File: config.mk
export PLATFORM = sky130hd
export DESIGN_NAME = stage_4_carry
export DESIGN_NICKNAME = d
export VERILOG_FILES = /design/src/hdl/carry_pkg.sv /design/src/hdl/lane_compactor.sv /design/src/hdl/carry_cell.sv /design/src/hdl/carry_state.sv /design/src/hdl/release_register.sv /design/src/hdl/stage_4_carry.sv
export SDC_FILE = /design/constraint.sdc
export NUM_CORES = 1
export LEC_CHECK = 0
export ABC_CLOCK_PERIOD_IN_PS = 5200
export BUFFER_PORTS_ARGS = -buffer_cell sky130_fd_sc_hd__buf_2
export CORE_MARGIN = 3
export CORE_UTILIZATION = 45
export CTS_CLUSTER_SIZE = 28
export DETAILED_ROUTE_END_ITERATION = 8
export PLACE_DENSITY = 0.7
export SLEW_MARGIN = 20
export SYNTH_ARGS = -nofsm -noshare
export SYNTH_HDL_FRONTEND = slang
export SYNTH_HIERARCHICAL = 1
export SYNTH_SLANG_ARGS = --single-unit
File: constraint.sdc
create_clock -name s4_clk -period 5.2 [get_ports s4_clk]
set_input_delay 0 -clock s4_clk [delete_from_list [all_inputs] [get_ports s4_clk]]
set_output_delay 0 -clock s4_clk [all_outputs]
set_load 0.005 [all_outputs]
File: src/hdl/carry_pkg.sv
// Carry stage shared definitions

package carry_pkg;

  // ----------------------------------------------------------------------
  // Widths and constants
  // ----------------------------------------------------------------------

  // One bitstream byte
  localparam int byte_width = 8;

  // Encoder lanes delivered per cycle
  localparam int lane_count = 3;

  // Byte value that may still absorb a later carry
  localparam logic [byte_width-1:0] byte_all_ones = '1;

  // ----------------------------------------------------------------------
  // Types
  // ----------------------------------------------------------------------

  typedef logic [byte_width-1:0] byte_t;

  // Bit 8 is the carry, bits 7..0 the byte
  typedef logic [byte_width:0] carry_byte_t;

  // Count of deferred all-ones bytes
  typedef logic [7:0] run_t;

endpackage

File: src/hdl/lane_compactor.sv
// Encoder lane compactor

`timescale 1ns/1ps

module lane_compactor (
  input  logic                   lane_valid_1,
  input  logic                   lane_valid_2,
  input  logic                   lane_valid_3,
  input  carry_pkg::carry_byte_t lane_byte_1,
  input  carry_pkg::carry_byte_t lane_byte_2,
  input  carry_pkg::carry_byte_t lane_byte_3,
  output logic                   pack_valid_1,
  output logic                   pack_valid_2,
  output logic                   pack_valid_3,
  output carry_pkg::carry_byte_t pack_byte_1,
  output carry_pkg::carry_byte_t pack_byte_2,
  output carry_pkg::carry_byte_t pack_byte_3
);

  logic [carry_pkg::lane_count-1:0] in_valid;
  logic [carry_pkg::lane_count-1:0] out_valid;
  carry_pkg::carry_byte_t           in_byte  [carry_pkg::lane_count];
  carry_pkg::carry_byte_t           out_byte [carry_pkg::lane_count];

  assign in_valid   = {lane_valid_3, lane_valid_2, lane_valid_1};
  assign in_byte[0] = lane_byte_1;
  assign in_byte[1] = lane_byte_2;
  assign in_byte[2] = lane_byte_3;

  // Each valid lane takes the next free slot, keeping input order
  always_comb begin
    int slot;
    slot      = 0;
    out_valid = '0;
    for (int i = 0; i < carry_pkg::lane_count; i++) begin
      out_byte[i] = '0;
    end
    for (int i = 0; i < carry_pkg::lane_count; i++) begin
      if (in_valid[i]) begin
        out_valid[slot] = 1'b1;
        out_byte[slot]  = in_byte[i];
        slot            = slot + 1;
      end
    end
  end

  assign pack_valid_1 = out_valid[0];
  assign pack_valid_2 = out_valid[1];
  assign pack_valid_3 = out_valid[2];
  assign pack_byte_1  = out_byte[0];
  assign pack_byte_2  = out_byte[1];
  assign pack_byte_3  = out_byte[2];

endmodule

File: src/hdl/carry_cell.sv
// Single lane carry propagation

`timescale 1ns/1ps

module carry_cell (
  input  logic                   lane_valid,
  input  carry_pkg::carry_byte_t lane_byte,
  input  logic                   have_prev_in,
  input  carry_pkg::byte_t       prev_in,
  input  carry_pkg::run_t        run_in,
  output logic                   have_prev_out,
  output carry_pkg::byte_t       prev_out,
  output carry_pkg::run_t        run_out,
  output logic                   rel_valid,
  output carry_pkg::byte_t       rel_byte,
  output carry_pkg::run_t        rel_run,
  output logic                   rel_fill
);

  logic             carry;
  carry_pkg::byte_t low_byte;

  assign carry    = lane_byte[carry_pkg::byte_width];
  assign low_byte = lane_byte[carry_pkg::byte_width-1:0];

  // Release record, only meaningful when rel_valid is set
  // A carry turns the pending all-ones run into zeros
  assign rel_byte = prev_in + carry_pkg::byte_t'(carry);
  assign rel_run  = run_in;
  assign rel_fill = carry;

  // ----------------------------------------------------------------------
  // Hold, defer or release
  // ----------------------------------------------------------------------
  always_comb begin
    have_prev_out = have_prev_in;
    prev_out      = prev_in;
    run_out       = run_in;
    rel_valid     = 1'b0;
    if (lane_valid) begin
      if (!have_prev_in) begin
        // First byte of a stream, nothing before it to carry into
        have_prev_out = 1'b1;
        prev_out      = low_byte;
      end else if (!carry && low_byte == carry_pkg::byte_all_ones) begin
        // Still open to a later carry
        run_out = run_in + 1'b1;
      end else begin
        rel_valid = 1'b1;
        prev_out  = low_byte;
        run_out   = '0;
      end
    end
  end

endmodule

File: src/hdl/carry_state.sv
// Held byte state and flush release

`timescale 1ns/1ps

module carry_state (
  input  logic             s4_clk,
  input  logic             arst_n,
  input  logic             flush,
  input  logic             have_prev_next,
  input  carry_pkg::byte_t prev_next,
  input  carry_pkg::run_t  run_next,
  output logic             have_prev,
  output carry_pkg::byte_t prev_byte,
  output carry_pkg::run_t  run,
  output logic             last_valid,
  output carry_pkg::byte_t last_byte,
  output carry_pkg::run_t  last_run
);

  // ----------------------------------------------------------------------
  // Control state
  // ----------------------------------------------------------------------
  always_ff @(posedge s4_clk or negedge arst_n) begin
    if (!arst_n) begin
      have_prev  <= 1'b0;
      run        <= '0;
      last_valid <= 1'b0;
    end else begin
      // Only a stream that held a byte has something to close
      last_valid <= flush & have_prev;
      if (flush) begin
        have_prev <= 1'b0;
        run       <= '0;
      end else begin
        have_prev <= have_prev_next;
        run       <= run_next;
      end
    end
  end

  // ----------------------------------------------------------------------
  // Held byte and last record
  // ----------------------------------------------------------------------
  always_ff @(posedge s4_clk) begin
    // Ignored while have_prev is low
    prev_byte <= prev_next;
    if (flush && have_prev) begin
      last_byte <= prev_byte;
      last_run  <= run;
    end
  end

endmodule

File: src/hdl/release_register.sv
// Release record output register

`timescale 1ns/1ps

module release_register (
  input  logic             s4_clk,
  input  logic             arst_n,
  input  logic             rel_valid_in_1,
  input  carry_pkg::byte_t rel_byte_in_1,
  input  carry_pkg::run_t  rel_run_in_1,
  input  logic             rel_fill_in_1,
  input  logic             rel_valid_in_2,
  input  carry_pkg::byte_t rel_byte_in_2,
  input  carry_pkg::run_t  rel_run_in_2,
  input  logic             rel_fill_in_2,
  input  logic             rel_valid_in_3,
  input  carry_pkg::byte_t rel_byte_in_3,
  input  carry_pkg::run_t  rel_run_in_3,
  input  logic             rel_fill_in_3,
  output logic             rel_valid_1,
  output carry_pkg::byte_t rel_byte_1,
  output carry_pkg::run_t  rel_run_1,
  output logic             rel_fill_1,
  output logic             rel_valid_2,
  output carry_pkg::byte_t rel_byte_2,
  output carry_pkg::run_t  rel_run_2,
  output logic             rel_fill_2,
  output logic             rel_valid_3,
  output carry_pkg::byte_t rel_byte_3,
  output carry_pkg::run_t  rel_run_3,
  output logic             rel_fill_3
);

  always_ff @(posedge s4_clk or negedge arst_n) begin
    if (!arst_n) begin
      rel_valid_1 <= 1'b0;
      rel_valid_2 <= 1'b0;
      rel_valid_3 <= 1'b0;
    end else begin
      rel_valid_1 <= rel_valid_in_1;
      rel_valid_2 <= rel_valid_in_2;
      rel_valid_3 <= rel_valid_in_3;
    end
  end

  // Data holds its last value while its lane is idle
  always_ff @(posedge s4_clk) begin
    if (rel_valid_in_1) begin
      rel_byte_1 <= rel_byte_in_1;
      rel_run_1  <= rel_run_in_1;
      rel_fill_1 <= rel_fill_in_1;
    end
    if (rel_valid_in_2) begin
      rel_byte_2 <= rel_byte_in_2;
      rel_run_2  <= rel_run_in_2;
      rel_fill_2 <= rel_fill_in_2;
    end
    if (rel_valid_in_3) begin
      rel_byte_3 <= rel_byte_in_3;
      rel_run_3  <= rel_run_in_3;
      rel_fill_3 <= rel_fill_in_3;
    end
  end

endmodule

File: src/hdl/stage_4_carry.sv
// Carry propagation stage top

`timescale 1ns/1ps

module stage_4_carry (
  input  logic                   s4_clk,
  input  logic                   arst_n,
  input  logic                   lane_valid_1,
  input  logic                   lane_valid_2,
  input  logic                   lane_valid_3,
  input  carry_pkg::carry_byte_t lane_byte_1,
  input  carry_pkg::carry_byte_t lane_byte_2,
  input  carry_pkg::carry_byte_t lane_byte_3,
  input  logic                   flush,
  output logic                   rel_valid_1,
  output carry_pkg::byte_t       rel_byte_1,
  output carry_pkg::run_t        rel_run_1,
  output logic                   rel_fill_1,
  output logic                   rel_valid_2,
  output carry_pkg::byte_t       rel_byte_2,
  output carry_pkg::run_t        rel_run_2,
  output logic                   rel_fill_2,
  output logic                   rel_valid_3,
  output carry_pkg::byte_t       rel_byte_3,
  output carry_pkg::run_t        rel_run_3,
  output logic                   rel_fill_3,
  output logic                   last_valid,
  output carry_pkg::byte_t       last_byte,
  output carry_pkg::run_t        last_run
);

  // Packed lanes
  logic                   pack_valid_1, pack_valid_2, pack_valid_3;
  carry_pkg::carry_byte_t pack_byte_1, pack_byte_2, pack_byte_3;

  // State chain, registered state then after each cell
  logic             have_prev, have_prev_1, have_prev_2, have_prev_3;
  carry_pkg::byte_t prev_byte, prev_1, prev_2, prev_3;
  carry_pkg::run_t  run, run_1, run_2, run_3;

  // Combinational release records
  logic             cell_valid_1, cell_valid_2, cell_valid_3;
  carry_pkg::byte_t cell_byte_1, cell_byte_2, cell_byte_3;
  carry_pkg::run_t  cell_run_1, cell_run_2, cell_run_3;
  logic             cell_fill_1, cell_fill_2, cell_fill_3;

  lane_compactor u_compactor (
    .lane_valid_1 (lane_valid_1),
    .lane_valid_2 (lane_valid_2),
    .lane_valid_3 (lane_valid_3),
    .lane_byte_1  (lane_byte_1),
    .lane_byte_2  (lane_byte_2),
    .lane_byte_3  (lane_byte_3),
    .pack_valid_1 (pack_valid_1),
    .pack_valid_2 (pack_valid_2),
    .pack_valid_3 (pack_valid_3),
    .pack_byte_1  (pack_byte_1),
    .pack_byte_2  (pack_byte_2),
    .pack_byte_3  (pack_byte_3)
  );

  // ----------------------------------------------------------------------
  // Three cells chained through the held-byte state
  // ----------------------------------------------------------------------
  carry_cell u_cell_1 (
    .lane_valid    (pack_valid_1),
    .lane_byte     (pack_byte_1),
    .have_prev_in  (have_prev),
    .prev_in       (prev_byte),
    .run_in        (run),
    .have_prev_out (have_prev_1),
    .prev_out      (prev_1),
    .run_out       (run_1),
    .rel_valid     (cell_valid_1),
    .rel_byte      (cell_byte_1),
    .rel_run       (cell_run_1),
    .rel_fill      (cell_fill_1)
  );

  carry_cell u_cell_2 (
    .lane_valid    (pack_valid_2),
    .lane_byte     (pack_byte_2),
    .have_prev_in  (have_prev_1),
    .prev_in       (prev_1),
    .run_in        (run_1),
    .have_prev_out (have_prev_2),
    .prev_out      (prev_2),
    .run_out       (run_2),
    .rel_valid     (cell_valid_2),
    .rel_byte      (cell_byte_2),
    .rel_run       (cell_run_2),
    .rel_fill      (cell_fill_2)
  );

  carry_cell u_cell_3 (
    .lane_valid    (pack_valid_3),
    .lane_byte     (pack_byte_3),
    .have_prev_in  (have_prev_2),
    .prev_in       (prev_2),
    .run_in        (run_2),
    .have_prev_out (have_prev_3),
    .prev_out      (prev_3),
    .run_out       (run_3),
    .rel_valid     (cell_valid_3),
    .rel_byte      (cell_byte_3),
    .rel_run       (cell_run_3),
    .rel_fill      (cell_fill_3)
  );

  carry_state u_state (
    .s4_clk         (s4_clk),
    .arst_n         (arst_n),
    .flush          (flush),
    .have_prev_next (have_prev_3),
    .prev_next      (prev_3),
    .run_next       (run_3),
    .have_prev      (have_prev),
    .prev_byte      (prev_byte),
    .run            (run),
    .last_valid     (last_valid),
    .last_byte      (last_byte),
    .last_run       (last_run)
  );

  release_register u_release (
    .s4_clk         (s4_clk),
    .arst_n         (arst_n),
    .rel_valid_in_1 (cell_valid_1),
    .rel_byte_in_1  (cell_byte_1),
    .rel_run_in_1   (cell_run_1),
    .rel_fill_in_1  (cell_fill_1),
    .rel_valid_in_2 (cell_valid_2),
    .rel_byte_in_2  (cell_byte_2),
    .rel_run_in_2   (cell_run_2),
    .rel_fill_in_2  (cell_fill_2),
    .rel_valid_in_3 (cell_valid_3),
    .rel_byte_in_3  (cell_byte_3),
    .rel_run_in_3   (cell_run_3),
    .rel_fill_in_3  (cell_fill_3),
    .rel_valid_1    (rel_valid_1),
    .rel_byte_1     (rel_byte_1),
    .rel_run_1      (rel_run_1),
    .rel_fill_1     (rel_fill_1),
    .rel_valid_2    (rel_valid_2),
    .rel_byte_2     (rel_byte_2),
    .rel_run_2      (rel_run_2),
    .rel_fill_2     (rel_fill_2),
    .rel_valid_3    (rel_valid_3),
    .rel_byte_3     (rel_byte_3),
    .rel_run_3      (rel_run_3),
    .rel_fill_3     (rel_fill_3)
  );

endmodule

Yosys cells after proc, flatten, opt, wreduce, memory -nomap -nowiden
Index checks and enable logic that the tools add are counted.

cells by class
  add/sub/neg operators = 7
  $lt $le $gt $ge = 8
  equality and inequality tests = 3
  multiplexer cells = 50
  bitwise logic cells = 5
  reduce and logical (&&, ||, !) cells = 11

operators with widths
  kind                 count
  $mux 8               19
  $ge 32x3->1 const B  2
  $lt 32x1->1 const B  2
  $bwmux 27            2
  $mux 27              2
  $demux 9 s2          2
  $ge 32x1->1 const B  1
  $lt 32x4->1 const B  1
  $mux 32              1
  $not 1->32           1
  $not 32->32          1
  $mux 9               3
  $add 8x1->8          3
  $add 8x1->8 const B  3
  $eq 8x8->1 const B   3
  $mux 1               17
  $logic_and 1x1->1    8
  $mux 3               2
  $demux 1 s2          2
  $logic_not 1->1      3
  $lt 1x3->1 const B   1
  $or 1x3->3           1
  $or 3x3->3           1
  $add 1x1->2 const B  1
  other kinds (2)      2

word-level totals
  register bits = 88
  input bits = 33
  word-level logic and storage cells = 102

Logic depth before layout (Yosys ltp)
  depth after elaboration = 24
  mapped depth = 22

Modules after synthesis
Netlist, hierarchy kept.

modules (own cells, without submodules)
  module            instances  cells each  area an instance (um^2)  sequential area each (um^2)
  carry_cell        3          79          590.6                    0.0
  release_register  1          54          1606.5                   1606.5
  carry_state       1          44          977.2                    890.9
  lane_compactor    1          76          581.8                    0.0

Worst setup path before layout
No wires, ideal clock.

  kind = input-to-reg
  start point = in lane_valid_1
  end point = reg u_state.run[6]
  arrival time = 3.619 ns
  required time = 5.136 ns
  setup slack = 1.517 ns
  cell stages on the path = 21
  buffers on the path = 4
  cell sequence = buf_6 > buf_2 > inv_1 > ha_1 > buf_2 > nand2_2 > a2bb2oi_1 > and4b_2 > nand3_4 > clkbuf_8 > nor3_1 > a21o_1 > ha_1 > nand2_1 > o21ai_0 > ha_1 > and3_2 > nand3_1 > or4_1 > o211ai_2 > and2b_2

on the way
  word-level cells in the longest chain between the ends = 24

ends and longest elaborated chain
  item                                                                    RTL line                                    RTL
  start, declared                                                         stage_4_carry.sv:8                          input logic lane_valid_1,
  $mux 1                                                                  lane_compactor.sv:39                        if (in_valid[i]) begin
  $add 1x1->2 or $not 1->32 (tied branches)                               lane_compactor.sv:42, lane_compactor.sv:41
  $mux 32, or another cell as far along                                   lane_compactor.sv:39
  $not 32->32 (not written as such) or $logic_and 1x1->1 (tied branches)  lane_compactor.sv:41                        out_byte[slot] = in_byte[i];
  $ge 32x3->1 (not written as such), or another cell as far along         lane_compactor.sv:41
  $logic_and 1x1->1 (not written as such) or $demux 9 s2 (tied branches)  lane_compactor.sv:41
  $mux 9 (not written as such) or $bwmux 27 (tied branches)               lane_compactor.sv:41
  $demux 9 s2 or $mux 27 (tied branches)                                  lane_compactor.sv:41, lane_compactor.sv:39
  [2 not listed]                                                          --
  net pack_byte_1[8]                                                      stage_4_carry.sv:34                         carry_pkg::carry_byte_t pack_byte_1, pack_byte_2, pack_byte_3;
  [5 not listed]                                                          --
  net run_1[0]                                                            stage_4_carry.sv:39                         carry_pkg::run_t run, run_1, run_2, run_3;
  [3 not listed]                                                          --
  $mux 8 (*)                                                              carry_cell.sv:40                            if (lane_valid) begin
  net run_2[1]                                                            stage_4_carry.sv:39
  $add 8x1->8 (*)                                                         carry_cell.sv:47                            run_out = run_in + 1'b1;
  $mux 8 (*)                                                              carry_cell.sv:45                            end else if (!carry && low_byte == carry_pkg::byte_all_ones) begin
  $mux 8 (*)                                                              carry_cell.sv:41                            if (!have_prev_in) begin
  $mux 8 (*)                                                              carry_cell.sv:40
  net run_3[6]                                                            stage_4_carry.sv:39
  $mux 8 (*)                                                              carry_state.sv:31                           if (flush) begin
  end signal, assigned                                                    carry_state.sv:36                           run <= run_next;
  end, declared                                                           carry_state.sv:14                           output carry_pkg::run_t run,

The timed path passes the listed nets; every way through them passes the cells marked *.
A chain may end at the register's enable or synchronous reset.

Worst setup path in the final report
  start point = in lane_valid_1
  end point = reg u_state.run[6]

on the way
  word-level cells in the longest chain between the ends = 24

ends and longest elaborated chain
  item                                                                    RTL line
  $mux 1                                                                  lane_compactor.sv:39
  $add 1x1->2 or $not 1->32 (tied branches)                               lane_compactor.sv:42, lane_compactor.sv:41
  $mux 32, or another cell as far along                                   lane_compactor.sv:39
  $not 32->32 (not written as such) or $logic_and 1x1->1 (tied branches)  lane_compactor.sv:41
  $ge 32x3->1 (not written as such), or another cell as far along         lane_compactor.sv:41
  $logic_and 1x1->1 (not written as such) or $demux 9 s2 (tied branches)  lane_compactor.sv:41
  $mux 9 (not written as such) or $bwmux 27 (tied branches)               lane_compactor.sv:41
  $demux 9 s2 or $mux 27 (tied branches)                                  lane_compactor.sv:41, lane_compactor.sv:39
  [2 not listed]                                                          --
  net pack_byte_1[2]                                                      stage_4_carry.sv:34
  [5 not listed]                                                          --
  net run_1[1]                                                            stage_4_carry.sv:39
  [3 not listed]                                                          --
  $mux 8 (*)                                                              carry_cell.sv:40
  net run_2[1]                                                            stage_4_carry.sv:39
  $add 8x1->8 (*)                                                         carry_cell.sv:47
  $mux 8 (*)                                                              carry_cell.sv:45
  $mux 8 (*)                                                              carry_cell.sv:41
  $mux 8 (*)                                                              carry_cell.sv:40
  net run_3[6]                                                            stage_4_carry.sv:39
  $mux 8 (*)                                                              carry_state.sv:31

Marked as above.

==> key figures <==
Placement
  – GPL Wtd Cong: 0.911
  – DP Wirelength: 8460 um
  – I/O Buffers: 103

Synthesis
  – Sequential area share after synthesis: 50.6%
  – Number of synthesized register bits: 88
  – Cells after Synth: 411
  – Ys flop type: edfxtp_1
  – Most frequent cell after synthesis: edfxtp_1
  – Synth Net Count: 457
  – Post-synth EDFFs: 67
  – Cell taking the most area after synthesis: edfxtp_1
  – Mapped cell area: 4940 um^2
  – FFs w/ async S/R, synth: 14.8%
  – Share of Yosys cell area claimed by the top area cell type: 40.8%
  – Synth warn: 6
  – Top post-synthesis cells by count: edfxtp_1 (67), buf_4 (30), nand2_1 (22)
  – Area contributors post-synth: edfxtp_1 (41%), dfrtp_1 (6.6%), mux2_2 (4.8%), buf_4 (4.6%), ha_1 (3.3%)
  – Library cells used by synthesis: 45
  – Syn_area_per_cell: 12.0 um^2

Final layout
  – Area delta synth->final: 12.3%
  – Final Util: 52.8%
  – # fillers: 920
  – Multi-input logic area: 2100 um^2
  – Storage cell area: 2500 um^2
  – Fin nets: 529
  – Share of cells above drive strength 1: 36.1%
  – # diodes: 0

Setup path
  – FF-to-FF Start: u_state/run[0]
  – CP arrival: 4.29 ns
  – Most frequent cell on the critical path: ha_1
  – Critical path's largest stage delay: 0.52 ns
  – Top delay family on crit path: compound AO/OA/AOI/OAI gates
  – Worst-path cell chain: buf_2 > inv_1 > ha_1 > nand2_2 > a2bb2oi_1 > nand3_4 > o21ai_0 > ha_1 > nand2_1 > o21ai_0 > ha_1 > and3_2 > nand3_1 > or4_1 > o211ai_2 > and2b_2
  – WP data required: 5.51 ns
  – Crit. End Element: flop
  – CP max stage cell: a2bb2oi_1
  – CP Max Fanout: 30
  – Setup CP Type: in -> reg
  – Startpoint types: input port
  – Crit path from: lane_valid_1
  – Buf/Inv on CP: 2

Timing
  – Setup violations, final: 0
  – Final Cycle Share: 76.6%
  – RSZ-0062 raised after global routing: no
  – Hold Vio Cnt, Final: 0
  – Period minus WS final: 3.99 ns
  – Setup TNS: 0 ns
  – Max Fclk: 251 MHz
  – Rel. slew slack: 56.7%
  – Slew @ Worst Pin: 0.649 ns
  – Pins over their slew limit: 0
  – Clock Skews: 0.00895 ns

Global routing
  – Global Route Usage Sum: 18.2%
  – First-pass GRT wire length: 17900 um
  – Gr busiest metal: met2
  – Total gr overflow: 0
  – GRT met3 Usage: 2.78%
  – Vias in the first global route: 3325
  – Pin count of the biggest net entering global routing: 32
  – Initial antenna violation count: 0
  – GRT met1 Usage: 25.5%
  – Met2 usage: 28.6%

Power
  – P_leak: 0.00242 uW
  – Total power draw: 1550 uW
  – Peak supply drop: 0.141 mV
  – Pwr dens: 279 nW/um^2

Route
  – Avg WL per Cell: 18.0 um
  – # DRC: 0
  – DR pass1 iterations: 5
  – DR iter-0 viols: 311
  – Drt total wl: 11200 um
  – Post-DR vias/cell: 5.70
  – Post-route ant nets: 0
  – Vias post-DR: 3558

Worst hold path
  – Hold path start: flush
  – Min-delay worst type: in -> reg

Floorplanning
  – I/O Pins: 104
  – Area of the core: 10500 um^2
  – Die span in x: 111 um
  – Full die area: 12300 um^2
  – Rows: 37
  – Initial Util: 47.0%
  – Die H: 111 um

CTS
  – Clock root buffer: clkbuf_8
  – Postcts setup bufs: 0
  – CTS tree: done
  – CTS H-tree depth: 3
  – Clk pin slew, worst setup/hold paths: 0.09 ns
  – Clk_lat worst skew: 0.36 ns
  – Clk buf depth: 2
  – Sink Count: 88
  – Total CTS buffers: 9

Status
  – Status: finished, final reports clean

Flow run
  – Max-Cap Viols: 0
## stage by stage
step | hold slack [ns] | setup WS (ns) | instance area, um^2 | cells
after floorplan | -0.296 | 1.52 | 4940 | 411
after global placement | -0.0755 | 1.25 | 5300 | 607
after detailed placement | -0.0797 | 0.988 | 5300 | 607
after CTS | 0.0372 | 1.37 | 5520 | 624
after global routing | 0.0469 | 0.841 | 5550 | 624
final | 0.0460 | 1.21 | 5550 | 624
## layout make-up
type                    instances  share of cell area (%)
clock buffers                  10                    2.48
inverters                      12                   0.812
flip-flops and latches         88                    45.0
multi-input cells             268                    37.9
well taps                     136                    3.07
clock inverters                 6                    1.22
repair buffers                104                    9.48
## power by group
part / switching (uW) / internal [uW] / leakage [uW]
Combinational: 127 / 94.5 / 0.00143
Clock: 247 / 238 / 0.000104
Sequential: 26.0 / 814 / 0.000881
Total: 400 / 1150 / 0.00242
## cell usage in the layout (no fill, tap or decap), types with 4 or more instances in the layout
| master | synthesis | final |
|---|---|---|
| and3_1 | 21 | 21 |
| nand3_1 | 18 | 18 |
| nand3b_1 | 9 | 9 |
| a21oi_1 | 6 | 6 |
| dfxtp_1 | 8 | 8 |
| ha_1 | 13 | 13 |
| and2b_2 | 9 | 9 |
| o21ai_0 | 15 | 15 |
| xnor2_1 | 12 | 12 |
| edfxtp_1 | 67 | 67 |
| inv_1 | 12 | 12 |
| nand4_1 | 6 | 6 |
| dfrtp_1 | 13 | 13 |
| nor4_1 | 6 | 6 |
| nand2_1 | 22 | 22 |
| and2_1 | 4 | 4 |
| a21o_1 | 15 | 15 |
| mux2_2 | 21 | 21 |
| a22oi_1 | 9 | 9 |
| a41o_1 | 9 | 9 |
| nor4b_1 | 9 | 9 |
| a2bb2oi_1 | 9 | 9 |
| clkbuf_8 | 3 | 10 |
| xor2_1 | 6 | 6 |
| buf_2 | 5 | 103 |
| nor2_1 | 9 | 9 |
## cell families (layout without fill, tap and decap cells)
logic type	Yosys count	count (layout)	synth area share, %
xor+xnor	18	18	3.19
buf+inv	55	132	7.75
simple gates	140	140	18.3
flops	88	88	50.6
mux	22	22	4.99
compound gates	75	75	11.9
fa+ha+maj	13	13	3.29
## final timing paths
path / end / slack, ns / cells after the start
max in group asynchronous: u_release/rel_valid_1 / 4.88 / 2
min reg2reg: u_state/last_byte[0] / 0.54 / 0
max reg2reg: u_state/run[6] / 1.92 / 12
min in group asynchronous: u_state/run[0] / 0.06 / 2
max: u_state/run[6] / 1.21 / 16
min: u_state/run[7] / 0.05 / 2
## what timing repair did
item	in CTS	in global routing
endpoints found under the hold margin	13	0
hold buffers	1	0
resized for setup	0	0
setup endpoints to repair	0	0
## layer usage
layer / up-vias / wire, um
met1: 1710 / 5110
li1: 1681 / -
met5: - / 0
met2: 149 / 5250
met4: 0 / 202
met3: 18 / 637
## worst register-to-register path: stages, from the launching register on
cell and delay, ns:
dfrtp_1 0.48, ha_1 0.32, nand2_1 0.05, o21ai_0 0.42, ha_1 0.19, nand2_1 0.04, o21ai_0 0.47, ha_1 0.29
and3_2 0.20, nand3_1 0.09, or4_1 0.43, o211ai_2 0.09, and2b_2 0.15
No activity file was read; power rests on OpenSTA's default activity.
